$ cat config.mk
export PLATFORM = sky130hd
export DESIGN_NAME = xdom_ctrl
export DESIGN_NICKNAME = d
export VERILOG_FILES = /design/src/xdom_bus_pkg.sv /design/src/xdom_reg_pkg.sv /design/src/cmd_arbiter.sv /design/src/io_ctrl_regs.sv /design/src/wvb_cfg_regs.sv /design/src/xdom_ctrl.sv
export VERILOG_INCLUDE_DIRS = /design/src /design/src/src
export SDC_FILE = /design/constraint.sdc
export NUM_CORES = 1
export LEC_CHECK = 0
export ABC_AREA = 1
export BUFFER_PORTS_ARGS = -buffer_cell sky130_fd_sc_hd__buf_2
export CAP_MARGIN = 40
export CORE_AREA = 2 2 283 285
export DETAILED_ROUTE_END_ITERATION = 16
export DIE_AREA = 0 0 285 287
export PLACE_DENSITY_LB_ADDON = 0.12
export SLEW_MARGIN = 20
export SYNTH_ARGS = -nofsm -noshare
export SYNTH_HDL_FRONTEND = slang
export SYNTH_SLANG_ARGS = --single-unit
export TNS_END_PERCENT = 100
$ cat constraint.sdc
create_clock -name clk -period 6.8 [get_ports clk]
set_clock_uncertainty 0.15 [all_clocks]
set_input_delay 1.36 -clock clk [delete_from_list [all_inputs] [get_ports clk]]
set_output_delay 1.36 -clock clk [all_outputs]
set_load 0.005 [all_outputs]
$ cat src/xdom_defines.svh
////////////////////
// Shared sizes, version and register addresses of the readout controller.
// Include wherever a width or a register address is needed.
////////////////////
`ifndef XDOM_DEFINES_SVH
`define XDOM_DEFINES_SVH

`define XDOM_N_CHANNELS 24
`define XDOM_ADR_W      12
`define XDOM_DATA_W     16
`define XDOM_TAP_W      10
`define XDOM_VERSION    16'h0102

// Waveform / trigger block
`define ADR_VERSION        12'hFFF
`define ADR_TRIG_CTRL      12'hFFE
`define ADR_TRIG_THR       12'hFFD
`define ADR_TRIG_RUN_LO    12'hFFC
`define ADR_TRIG_MODE      12'hFFB
`define ADR_ARM_LO         12'hFFA
`define ADR_ARMED_LO       12'hFF9
`define ADR_CNST_RUN       12'hFF8
`define ADR_CNST_CONF      12'hFF7
`define ADR_TEST_CONF      12'hFF6
`define ADR_POST_CONF      12'hFF5
`define ADR_PRE_CONF       12'hFF4
`define ADR_TRIG_RUN_HI    12'hEF4
`define ADR_ARM_HI         12'hEF3
`define ADR_ARMED_HI       12'hEF2

// I/O control block
`define ADR_IO_SEL         12'hEEE
`define ADR_IO_PULSE       12'hEED
`define ADR_TAP            12'hEEC
`define ADR_ADC_IORST_HI   12'hEEB
`define ADR_ADC_IORST_LO   12'hEEA
`define ADR_DISCR_IORST_HI 12'hEE7
`define ADR_DISCR_IORST_LO 12'hEE6
`define ADR_ADC_SPI_SEL    12'hEE4
`define ADR_ADC_SPI_TASK   12'hEE3
`define ADR_ADC_SPI_WD_HI  12'hEE2
`define ADR_ADC_SPI_WD_LO  12'hEE1
`define ADR_ADC_SPI_RD     12'hEE0

`endif

$ cat src/xdom_bus_pkg.sv
////////////////////
// Command port and register bus types, shared by the arbiter and the
// register blocks
////////////////////
`include "xdom_defines.svh"

package xdom_bus_pkg;

  typedef logic [`XDOM_ADR_W-1:0]  adr_t;
  typedef logic [`XDOM_DATA_W-1:0] data_t;

  // Request from a command port
  typedef struct packed {
    logic  wr_req;
    logic  rd_req;
    adr_t  adr;
    data_t wr_data;
  } cmd_req_t;

  // Response to a command port, rd_data valid with ack
  typedef struct packed {
    logic  ack;
    data_t rd_data;
  } cmd_rsp_t;

  // Shared register bus
  typedef struct packed {
    logic  wr;
    adr_t  adr;
    data_t wr_data;
  } reg_bus_t;

  typedef enum logic [1:0] {IDLE, ACCESS, ACK} arb_state_t;

endpackage

$ cat src/xdom_reg_pkg.sv
////////////////////
// Register field types of the waveform/trigger and I/O control blocks
////////////////////
`include "xdom_defines.svh"

package xdom_reg_pkg;

  typedef logic [`XDOM_N_CHANNELS-1:0] chan_mask_t;
  typedef logic [4:0]                  chan_sel_t;
  typedef logic [`XDOM_TAP_W-1:0]      tap_t;

  // Trigger configuration bundle
  typedef struct packed {
    logic        trig_et;
    logic        trig_gt;
    logic        trig_lt;
    logic        run;
    logic        discr_pol;
    logic [11:0] thresh;
    logic        discr_en;
    logic        thresh_en;
    logic        ext_en;
  } trig_conf_t;

  // Waveform buffer configuration bundle
  typedef struct packed {
    logic [11:0] cnst_conf;
    logic [11:0] test_conf;
    logic [7:0]  post_conf;
    logic [4:0]  pre_conf;
    logic        arm;
    logic        trig_mode;
    logic        cnst_run;
  } wvb_conf_t;

  // One-shot I/O pulse field, index is the lane
  typedef struct packed {
    logic       discr_bitslip;
    logic [1:0] bitslip;
    logic [1:0] delay_ce;
    logic [1:0] delay_inc;
  } io_pulse_t;

endpackage

$ cat src/cmd_arbiter.sv
////////////////////
// Serves the debug and ICM command ports one at a time on the register
// bus. Ties alternate, debug first after reset.
////////////////////
module cmd_arbiter (
  input  logic                   clk,
  input  logic                   rst,
  input  xdom_bus_pkg::cmd_req_t i_dbg,
  input  xdom_bus_pkg::cmd_req_t i_icm,
  output xdom_bus_pkg::cmd_rsp_t o_dbg,
  output xdom_bus_pkg::cmd_rsp_t o_icm,
  output xdom_bus_pkg::reg_bus_t o_bus,
  input  xdom_bus_pkg::data_t    i_wvb_rd_data,
  input  logic                   i_wvb_hit,
  input  xdom_bus_pkg::data_t    i_io_rd_data,
  input  logic                   i_io_hit
);

  xdom_bus_pkg::arb_state_t state;
  xdom_bus_pkg::cmd_req_t   srv_req;
  xdom_bus_pkg::data_t      rd_q;
  logic                     dbg_pend;
  logic                     icm_pend;
  logic                     srv_icm;
  logic                     last_icm;

  assign dbg_pend = i_dbg.wr_req | i_dbg.rd_req;
  assign icm_pend = i_icm.wr_req | i_icm.rd_req;

  // Requester holds its fields until ack, so no copy is kept
  assign srv_req = srv_icm ? i_icm : i_dbg;

  ////////////////////
  // FSM
  always_ff @(posedge clk) begin
    if (rst) begin
      state    <= xdom_bus_pkg::IDLE;
      srv_icm  <= 1'b0;
      // Debug wins the first tie
      last_icm <= 1'b1;
    end else begin
      case (state)
        xdom_bus_pkg::IDLE: begin
          if (dbg_pend || icm_pend) begin
            srv_icm <= icm_pend && (!dbg_pend || !last_icm);
            state   <= xdom_bus_pkg::ACCESS;
          end
        end
        xdom_bus_pkg::ACCESS: begin
          state <= xdom_bus_pkg::ACK;
        end
        xdom_bus_pkg::ACK: begin
          last_icm <= srv_icm;
          state    <= xdom_bus_pkg::IDLE;
        end
        default: begin
          state <= xdom_bus_pkg::IDLE;
        end
      endcase
    end
  end

  // Read word from whichever block decodes the address
  always_ff @(posedge clk) begin
    if (state == xdom_bus_pkg::ACCESS) begin
      if (i_wvb_hit) begin
        rd_q <= i_wvb_rd_data;
      end else if (i_io_hit) begin
        rd_q <= i_io_rd_data;
      end else begin
        rd_q <= '0;
      end
    end
  end

  always_comb begin
    o_bus.wr      = (state == xdom_bus_pkg::ACCESS) && srv_req.wr_req;
    o_bus.adr     = srv_req.adr;
    o_bus.wr_data = srv_req.wr_data;
    o_dbg.ack     = (state == xdom_bus_pkg::ACK) && !srv_icm;
    o_dbg.rd_data = rd_q;
    o_icm.ack     = (state == xdom_bus_pkg::ACK) && srv_icm;
    o_icm.rd_data = rd_q;
  end

endmodule

$ cat src/io_ctrl_regs.sv
////////////////////
// ADC and discriminator I/O controls. Delay and bitslip pulses go to the
// selected channel only. Also the tap read-back and the ADC serial task.
////////////////////
`include "xdom_defines.svh"

module io_ctrl_regs (
  input  logic                                          clk,
  input  logic                                          rst,
  input  xdom_bus_pkg::reg_bus_t                        i_bus,
  input  logic [`XDOM_N_CHANNELS*`XDOM_TAP_W-1:0]       i_adc_delay_tap,
  input  logic                                          i_adc_spi_ack,
  input  logic [7:0]                                    i_adc_spi_rd_data,
  output xdom_bus_pkg::data_t                           o_rd_data,
  output logic                                          o_hit,
  output logic [2*`XDOM_N_CHANNELS-1:0]                 o_adc_delay_ce,
  output logic [2*`XDOM_N_CHANNELS-1:0]                 o_adc_delay_inc,
  output logic [2*`XDOM_N_CHANNELS-1:0]                 o_adc_bitslip,
  output xdom_reg_pkg::chan_mask_t                      o_discr_bitslip,
  output xdom_reg_pkg::chan_mask_t                      o_adc_io_reset,
  output xdom_reg_pkg::chan_mask_t                      o_discr_io_reset,
  output logic                                          o_adc_spi_req,
  output logic [5:0]                                    o_adc_spi_sel,
  output logic [23:0]                                   o_adc_spi_wr_data
);

  xdom_reg_pkg::chan_sel_t  io_sel;
  xdom_reg_pkg::io_pulse_t  pulse_q;
  xdom_reg_pkg::tap_t       tap_q;
  logic [2*`XDOM_N_CHANNELS-1:0] ce_d;
  logic [2*`XDOM_N_CHANNELS-1:0] inc_d;
  logic [2*`XDOM_N_CHANNELS-1:0] bitslip_d;
  xdom_reg_pkg::chan_mask_t discr_bitslip_d;

  always_ff @(posedge clk) begin
    if (rst) begin
      io_sel            <= '0;
      pulse_q           <= '0;
      o_adc_io_reset    <= '1;
      o_discr_io_reset  <= '1;
      o_adc_spi_sel     <= '0;
      o_adc_spi_wr_data <= '0;
      o_adc_spi_req     <= 1'b0;
    end else begin
      pulse_q <= '0;
      // Request holds until the serial engine acknowledges
      if (i_adc_spi_ack) begin
        o_adc_spi_req <= 1'b0;
      end else if (i_bus.wr && i_bus.adr == `ADR_ADC_SPI_TASK && i_bus.wr_data[0]) begin
        o_adc_spi_req <= 1'b1;
      end
      if (i_bus.wr) begin
        case (i_bus.adr)
          `ADR_IO_SEL: io_sel <= i_bus.wr_data[4:0];
          `ADR_IO_PULSE: begin
            pulse_q.delay_inc     <= {i_bus.wr_data[4], i_bus.wr_data[0]};
            pulse_q.delay_ce      <= {i_bus.wr_data[5], i_bus.wr_data[1]};
            pulse_q.bitslip       <= {i_bus.wr_data[6], i_bus.wr_data[2]};
            pulse_q.discr_bitslip <= i_bus.wr_data[8];
          end
          `ADR_ADC_IORST_HI:   o_adc_io_reset[`XDOM_N_CHANNELS-1:16] <= i_bus.wr_data[7:0];
          `ADR_ADC_IORST_LO:   o_adc_io_reset[15:0] <= i_bus.wr_data;
          `ADR_DISCR_IORST_HI: o_discr_io_reset[`XDOM_N_CHANNELS-1:16] <= i_bus.wr_data[7:0];
          `ADR_DISCR_IORST_LO: o_discr_io_reset[15:0] <= i_bus.wr_data;
          `ADR_ADC_SPI_SEL:    o_adc_spi_sel <= i_bus.wr_data[5:0];
          `ADR_ADC_SPI_WD_HI:  o_adc_spi_wr_data[23:16] <= i_bus.wr_data[7:0];
          `ADR_ADC_SPI_WD_LO:  o_adc_spi_wr_data[15:0] <= i_bus.wr_data;
          default: begin
          end
        endcase
      end
    end
  end

  ////////////////////
  // Pulse demux to the selected channel
  for (genvar i = 0; i < `XDOM_N_CHANNELS; i++) begin : g_demux
    assign ce_d[2*i +: 2]      = (io_sel == 5'(i)) ? pulse_q.delay_ce : 2'b00;
    assign inc_d[2*i +: 2]     = (io_sel == 5'(i)) ? pulse_q.delay_inc : 2'b00;
    assign bitslip_d[2*i +: 2] = (io_sel == 5'(i)) ? pulse_q.bitslip : 2'b00;
    assign discr_bitslip_d[i]  = (io_sel == 5'(i)) && pulse_q.discr_bitslip;
  end

  always_ff @(posedge clk) begin
    if (rst) begin
      o_adc_delay_ce  <= '0;
      o_adc_delay_inc <= '0;
      o_adc_bitslip   <= '0;
      o_discr_bitslip <= '0;
    end else begin
      o_adc_delay_ce  <= ce_d;
      o_adc_delay_inc <= inc_d;
      o_adc_bitslip   <= bitslip_d;
      o_discr_bitslip <= discr_bitslip_d;
    end
  end

  // Tap of the selected channel
  always_ff @(posedge clk) begin
    tap_q <= i_adc_delay_tap[int'(io_sel)*`XDOM_TAP_W +: `XDOM_TAP_W];
  end

  ////////////////////
  // Read side
  always_comb begin
    o_hit     = 1'b1;
    o_rd_data = '0;
    case (i_bus.adr)
      `ADR_IO_SEL:         o_rd_data = {11'b0, io_sel};
      `ADR_IO_PULSE:       o_rd_data = '0;
      `ADR_TAP:            o_rd_data = {6'b0, tap_q};
      `ADR_ADC_IORST_HI:   o_rd_data = {8'b0, o_adc_io_reset[`XDOM_N_CHANNELS-1:16]};
      `ADR_ADC_IORST_LO:   o_rd_data = o_adc_io_reset[15:0];
      `ADR_DISCR_IORST_HI: o_rd_data = {8'b0, o_discr_io_reset[`XDOM_N_CHANNELS-1:16]};
      `ADR_DISCR_IORST_LO: o_rd_data = o_discr_io_reset[15:0];
      `ADR_ADC_SPI_SEL:    o_rd_data = {10'b0, o_adc_spi_sel};
      `ADR_ADC_SPI_TASK:   o_rd_data = {15'b0, o_adc_spi_req | i_adc_spi_ack};
      `ADR_ADC_SPI_WD_HI:  o_rd_data = {8'b0, o_adc_spi_wr_data[23:16]};
      `ADR_ADC_SPI_WD_LO:  o_rd_data = o_adc_spi_wr_data[15:0];
      `ADR_ADC_SPI_RD:     o_rd_data = {8'b0, i_adc_spi_rd_data};
      default:             o_hit = 1'b0;
    endcase
  end

endmodule

$ cat src/wvb_cfg_regs.sv
////////////////////
// Trigger and waveform buffer configuration registers, one-shot arm and
// run per channel, armed status and version read-back
////////////////////
`include "xdom_defines.svh"

module wvb_cfg_regs (
  input  logic                     clk,
  input  logic                     rst,
  input  xdom_bus_pkg::reg_bus_t   i_bus,
  input  xdom_reg_pkg::chan_mask_t i_wvb_armed,
  output xdom_bus_pkg::data_t      o_rd_data,
  output logic                     o_hit,
  output xdom_reg_pkg::trig_conf_t o_trig_bundle,
  output xdom_reg_pkg::wvb_conf_t  o_wvb_conf,
  output xdom_reg_pkg::chan_mask_t o_trig_run,
  output xdom_reg_pkg::chan_mask_t o_wvb_arm
);

  ////////////////////
  // Write side
  always_ff @(posedge clk) begin
    if (rst) begin
      o_trig_bundle <= '0;
      o_wvb_conf    <= '0;
      o_trig_run    <= '0;
      o_wvb_arm     <= '0;
    end else begin
      // One-shots
      o_trig_run <= '0;
      o_wvb_arm  <= '0;
      if (i_bus.wr) begin
        case (i_bus.adr)
          `ADR_TRIG_CTRL: begin
            o_trig_bundle.trig_et   <= i_bus.wr_data[0];
            o_trig_bundle.trig_gt   <= i_bus.wr_data[1];
            o_trig_bundle.trig_lt   <= i_bus.wr_data[2];
            o_trig_bundle.discr_pol <= i_bus.wr_data[3];
            o_trig_bundle.discr_en  <= i_bus.wr_data[4];
            o_trig_bundle.thresh_en <= i_bus.wr_data[5];
            o_trig_bundle.ext_en    <= i_bus.wr_data[6];
          end
          `ADR_TRIG_THR:    o_trig_bundle.thresh <= i_bus.wr_data[11:0];
          `ADR_TRIG_RUN_LO: o_trig_run[15:0] <= i_bus.wr_data;
          `ADR_TRIG_RUN_HI: o_trig_run[`XDOM_N_CHANNELS-1:16] <= i_bus.wr_data[7:0];
          `ADR_TRIG_MODE:   o_wvb_conf.trig_mode <= i_bus.wr_data[0];
          `ADR_ARM_LO:      o_wvb_arm[15:0] <= i_bus.wr_data;
          `ADR_ARM_HI:      o_wvb_arm[`XDOM_N_CHANNELS-1:16] <= i_bus.wr_data[7:0];
          `ADR_CNST_RUN:    o_wvb_conf.cnst_run <= i_bus.wr_data[0];
          `ADR_CNST_CONF:   o_wvb_conf.cnst_conf <= i_bus.wr_data[11:0];
          `ADR_TEST_CONF:   o_wvb_conf.test_conf <= i_bus.wr_data[11:0];
          `ADR_POST_CONF:   o_wvb_conf.post_conf <= i_bus.wr_data[7:0];
          `ADR_PRE_CONF:    o_wvb_conf.pre_conf <= i_bus.wr_data[4:0];
          default: begin
          end
        endcase
      end
    end
  end

  ////////////////////
  // Read side, one-shots read as zero
  always_comb begin
    o_hit     = 1'b1;
    o_rd_data = '0;
    case (i_bus.adr)
      `ADR_VERSION:     o_rd_data = `XDOM_VERSION;
      `ADR_TRIG_CTRL:   o_rd_data = {9'b0, o_trig_bundle.ext_en, o_trig_bundle.thresh_en,
                                     o_trig_bundle.discr_en, o_trig_bundle.discr_pol,
                                     o_trig_bundle.trig_lt, o_trig_bundle.trig_gt,
                                     o_trig_bundle.trig_et};
      `ADR_TRIG_THR:    o_rd_data = {4'b0, o_trig_bundle.thresh};
      `ADR_TRIG_RUN_LO, `ADR_TRIG_RUN_HI, `ADR_ARM_LO, `ADR_ARM_HI: o_rd_data = '0;
      `ADR_TRIG_MODE:   o_rd_data = {15'b0, o_wvb_conf.trig_mode};
      `ADR_ARMED_LO:    o_rd_data = i_wvb_armed[15:0];
      `ADR_ARMED_HI:    o_rd_data = {8'b0, i_wvb_armed[`XDOM_N_CHANNELS-1:16]};
      `ADR_CNST_RUN:    o_rd_data = {15'b0, o_wvb_conf.cnst_run};
      `ADR_CNST_CONF:   o_rd_data = {4'b0, o_wvb_conf.cnst_conf};
      `ADR_TEST_CONF:   o_rd_data = {4'b0, o_wvb_conf.test_conf};
      `ADR_POST_CONF:   o_rd_data = {8'b0, o_wvb_conf.post_conf};
      `ADR_PRE_CONF:    o_rd_data = {11'b0, o_wvb_conf.pre_conf};
      default:          o_hit = 1'b0;
    endcase
  end

endmodule

$ cat src/xdom_ctrl.sv
////////////////////
// Control register core. Two command ports share one register bus
// through the arbiter, with two register blocks behind it.
////////////////////
`include "xdom_defines.svh"

module xdom_ctrl (
  input  logic                                    clk,
  input  logic                                    rst,
  input  xdom_bus_pkg::cmd_req_t                  i_dbg,
  input  xdom_bus_pkg::cmd_req_t                  i_icm,
  output xdom_bus_pkg::cmd_rsp_t                  o_dbg,
  output xdom_bus_pkg::cmd_rsp_t                  o_icm,
  input  xdom_reg_pkg::chan_mask_t                i_wvb_armed,
  input  logic [`XDOM_N_CHANNELS*`XDOM_TAP_W-1:0] i_adc_delay_tap,
  input  logic                                    i_adc_spi_ack,
  input  logic [7:0]                              i_adc_spi_rd_data,
  output xdom_reg_pkg::trig_conf_t                o_trig_bundle,
  output xdom_reg_pkg::wvb_conf_t                 o_wvb_conf,
  output xdom_reg_pkg::chan_mask_t                o_trig_run,
  output xdom_reg_pkg::chan_mask_t                o_wvb_arm,
  output logic [2*`XDOM_N_CHANNELS-1:0]           o_adc_delay_ce,
  output logic [2*`XDOM_N_CHANNELS-1:0]           o_adc_delay_inc,
  output logic [2*`XDOM_N_CHANNELS-1:0]           o_adc_bitslip,
  output xdom_reg_pkg::chan_mask_t                o_discr_bitslip,
  output xdom_reg_pkg::chan_mask_t                o_adc_io_reset,
  output xdom_reg_pkg::chan_mask_t                o_discr_io_reset,
  output logic                                    o_adc_spi_req,
  output logic [5:0]                              o_adc_spi_sel,
  output logic [23:0]                             o_adc_spi_wr_data
);

  xdom_bus_pkg::reg_bus_t reg_bus;
  xdom_bus_pkg::data_t    wvb_rd_data;
  xdom_bus_pkg::data_t    io_rd_data;
  logic                   wvb_hit;
  logic                   io_hit;

  cmd_arbiter u_arbiter (
    .clk(clk), .rst(rst),
    .i_dbg(i_dbg), .i_icm(i_icm), .o_dbg(o_dbg), .o_icm(o_icm),
    .o_bus(reg_bus),
    .i_wvb_rd_data(wvb_rd_data), .i_wvb_hit(wvb_hit),
    .i_io_rd_data(io_rd_data), .i_io_hit(io_hit)
  );

  wvb_cfg_regs u_wvb_regs (
    .clk(clk), .rst(rst), .i_bus(reg_bus), .i_wvb_armed(i_wvb_armed),
    .o_rd_data(wvb_rd_data), .o_hit(wvb_hit),
    .o_trig_bundle(o_trig_bundle), .o_wvb_conf(o_wvb_conf),
    .o_trig_run(o_trig_run), .o_wvb_arm(o_wvb_arm)
  );

  io_ctrl_regs u_io_regs (
    .clk(clk), .rst(rst), .i_bus(reg_bus), .i_adc_delay_tap(i_adc_delay_tap),
    .i_adc_spi_ack(i_adc_spi_ack), .i_adc_spi_rd_data(i_adc_spi_rd_data),
    .o_rd_data(io_rd_data), .o_hit(io_hit),
    .o_adc_delay_ce(o_adc_delay_ce), .o_adc_delay_inc(o_adc_delay_inc),
    .o_adc_bitslip(o_adc_bitslip), .o_discr_bitslip(o_discr_bitslip),
    .o_adc_io_reset(o_adc_io_reset), .o_discr_io_reset(o_discr_io_reset),
    .o_adc_spi_req(o_adc_spi_req), .o_adc_spi_sel(o_adc_spi_sel),
    .o_adc_spi_wr_data(o_adc_spi_wr_data)
  );

endmodule

==> run_results.csv <==
group,metric,value,unit
yosys,synth-seq-area-share,52.1,%
routing,drc,0,
placed_design,place_ws,2.59,ns
routing,vias,16600,
yosys,synthTopCellsByArea,"dfxtp_1 49%, nor2_1 7.5%, nand2_1 7.4%",
timing,max_freq,287,MHz
clock_network,htree_num_levels,2,
timing,final.setup.worst_slack,3.31,ns
global_routing,antenna_found_initial,14,
finish,fillCellCount,8725,
yosys,synth_flop_cell,"dfxtp_1",
routing,post_drt_wl_per_cell,23.4,um
floorplan,coreArea,78600,um2
timing,rsz0062_at_grt,"false",
routing,vias_per_cell,4.43,
yosys,synth_most_common_cell,"dfxtp_1",
finish,multi_input_area,6210,um2
timing,drv_slew,0,
setup_path,cp-start-kind,"register",
routing,dr.pass1.iters,5,
power,p_per_area,246,nW/um2
power,p_switching,1350,uW
clock_network,clock_path_buffers,3,
finish,fin_cells,3740,
clock_network,clock_latency,0.61,ns
timing,tightest_slew,0.905,ns
global_routing,grtUsageTotal,20.5,%
setup_path,critPathMaxFanout,32,
yosys,synthArstFlopShare,0,%
power,leakage,0.00983,uW
routing,drtIter0Drc,1088,
global_routing,grt_start_max_net_pins,63,
run,timing.max_cap.violations,0,
hold_path,hold_path.class,"register to register",
clock_network,clk_pin_slew,0.06,ns
global_routing,grt_pass1_vias,16100,
setup_path,critical-path-top-delay-family,"simple AND/OR/NAND/NOR gates",
floorplan,rows,103,
yosys,synth-edff-count,16,
power,ir_drop,0.167,mV
global_routing,grt_pass1_wl,122000,um
yosys,syn_avg_cell_area,7.87,um2
global_routing,gr-total-overflow,0,
finish,nets,2983,
setup_path,crit_slowest_cell,"nor2_4",
floorplan,io_pins,724,
finish,drive_gt1_share,33.8,%
clock_network,cts_num_sinks,395,
setup_path,worst_ep_arrival_time,3.78,ns
clock_network,cts_buffers,47,
floorplan,die_w,285,um
setup_path,cp_cell_sequence,"inv_4 -> nand3_1 -> nand2_1 -> nand3_1 -> nor2_4 -> nand2_1 -> inv_2 -> nand2_1 -> buf_8 -> a21oi_1 -> o21ai_1",
clock_network,cts_setup_buffers,0,
power,pwr-share-clk,48.5,%
floorplan,fp.dieH,287,um
placed_design,dp.cells,3646,
clock_network,cts_tree,"yes",
setup_path,cp-end-kind,"register",
yosys,ys_types,38,
yosys,yosys.area.top_type,"dfxtp_1",
placed_design,portBuffers,721,
timing,hold_violations,0,
yosys,ys_seq_elements,395,
finish,area_growth,40.7,%
yosys,yosys_warnings,0,
yosys,synth.top_cell.area_share,49.0,%
finish,post-route-util,27.7,%
floorplan,die-area,81800,um2
setup_path,slowest_delay,0.67,ns
floorplan,initial_utilization,19.7,%
setup_path,worst-path-buf-inv,3,
timing,relSlewSlack,39.4,%
clock_network,root_buffer,"clkbuf_16",
timing,final.min_clock_period,3.49,ns
timing,finalSetupViolations,0,
finish,final-seq-area,8070,um2
power,intPower,4000,uW
placed_design,gp_congestion,0.971,
yosys,synthTopCellsByCount,"379 x dfxtp_1, 309 x nor2_1, 304 x nand2_1",
timing,fin_crit_sh,51.3,%
routing,ant_nets,0,
timing,finalSetupTns,0,ns
setup_path,critPathRequiredTime,7.09,ns
power,p_seq_share,44.1,%
setup_path,critPathKind,"register to register",
clock_network,cts_resized,0,
placed_design,place_hpwl,69300,um
clock_network,hold_buffers,0,
power,switching_share,25.2,%
power,p_comb_share,7.4,%
setup_path,cpMostUsedCell,"nand2_1",
yosys,syn_area,15500,um2
timing,hold_ws,0.313,ns
yosys,synthCells,1967,
outcome,status,"completed",
routing,wirelength,87600,um
cell families after synthesis:
| group | synth area share, % |
|---|---|
| AO/OA/AOI/OAI | 17.1 |
| buffers and inverters | 7.98 |
| flip-flops | 52.1 |
| other | 0.0242 |
| AND/OR/NAND/NOR | 22.8 |
registers in the layout (all words and copies together), names as in the netlist:
signal	count
u_io_regs.io_sel	5
u_wvb_regs.o_wvb_arm	24
u_io_regs.o_adc_spi_sel	6
u_arbiter.last_icm	1
u_arbiter.rd_q	16
u_io_regs.o_discr_io_reset	24
u_wvb_regs.o_trig_run	24
u_io_regs.o_adc_spi_wr_data	24
u_io_regs.o_adc_spi_req	1
u_io_regs.o_adc_delay_ce	48
u_io_regs.o_discr_bitslip	24
u_io_regs.o_adc_bitslip	48
u_io_regs.pulse_q	7
u_io_regs.o_adc_io_reset	24
u_io_regs.o_adc_delay_inc	48
u_arbiter.srv_icm	1
u_arbiter.state	2
u_wvb_regs.o_wvb_conf	39
u_wvb_regs.o_trig_bundle	19
u_io_regs.tap_q	10
power by group through the flow:
stage / registers [uW] / clock network (uW) / logic (uW)
after floorplan: 2400 / 0 / 170
after global placement: 2410 / 0 / 396
after detailed placement: 2410 / 0 / 399
after CTS: 2360 / 2660 / 400
after global routing: 2360 / 2750 / 430
final: 2360 / 2600 / 397
worst reg2reg max path, cell delays in order (launching register included):
cell     delay, ns
dfxtp_1       0.53
inv_4         0.36
nand3_1       0.12
nand2_1       0.12
nand3_1       0.14
nor2_4        0.67
nand2_1       0.16
inv_2         0.25
nand2_1       0.35
buf_8         0.28
a21oi_1       0.13
o21ai_1       0.08
worst paths after layout:
kind / cells past startpoint / slack [ns] / endpoint / start
worst max-delay path: 11 / 3.31 / u_io_regs.o_adc_io_reset[4]$_SDFFE_PP1P_ / u_arbiter.srv_icm$_SDFFE_PP0P_
worst min-delay path: 2 / 0.31 / u_wvb_regs.o_wvb_conf[10]$_SDFFE_PP0P_ / u_wvb_regs.o_wvb_conf[10]$_SDFFE_PP0P_
worst max register to register: 11 / 3.31 / u_io_regs.o_adc_io_reset[4]$_SDFFE_PP1P_ / u_arbiter.srv_icm$_SDFFE_PP0P_
worst min register to register: 2 / 0.31 / u_wvb_regs.o_wvb_conf[10]$_SDFFE_PP0P_ / u_wvb_regs.o_wvb_conf[10]$_SDFFE_PP0P_
layout make-up:
type / count / area share, %
timing repair buffer: 761 / 18.3
clock inverter: 18 / 1.06
antenna: 8 / 0.0919
inverter: 156 / 2.71
multi-input combinational: 1287 / 28.5
tap: 1050 / 6.03
clock buffer: 65 / 6.23
sequential: 395 / 37.0
through the flow:
step                total power, uW  area, um2
CTS                            5420      21700
finish                         5350      21800
detailed placement             2810      20100
global placement               2810      20000
floorplan                      2570      15500
global route                   5540      21800
metal layers:
layer	up-vias	part of all wire [%]	wire length [um]	GRT usage [%]
met3	115	8.5	7480	6.53
met2	637	46	40500	33.3
met5	-	0.048	42	0
met1	7932	42	37000	25.6
met4	6	2.9	2560	6.66
li1	7867	-	-	-
layout by cell type, fill, tap and decap left out, types with 17 or more instances in the layout:
cell       instances
a21oi_1          166
nor2_1           304
or2_2             17
nand4_1           20
clkbuf_16         50
o21ai_1           25
buf_2            721
buf_4             30
nand2_1          304
o21ai_0          134
inv_1            143
dfxtp_1          379
nand3_1          137
a22oi_1          108
No activity file was read; power rests on OpenSTA's default activity.
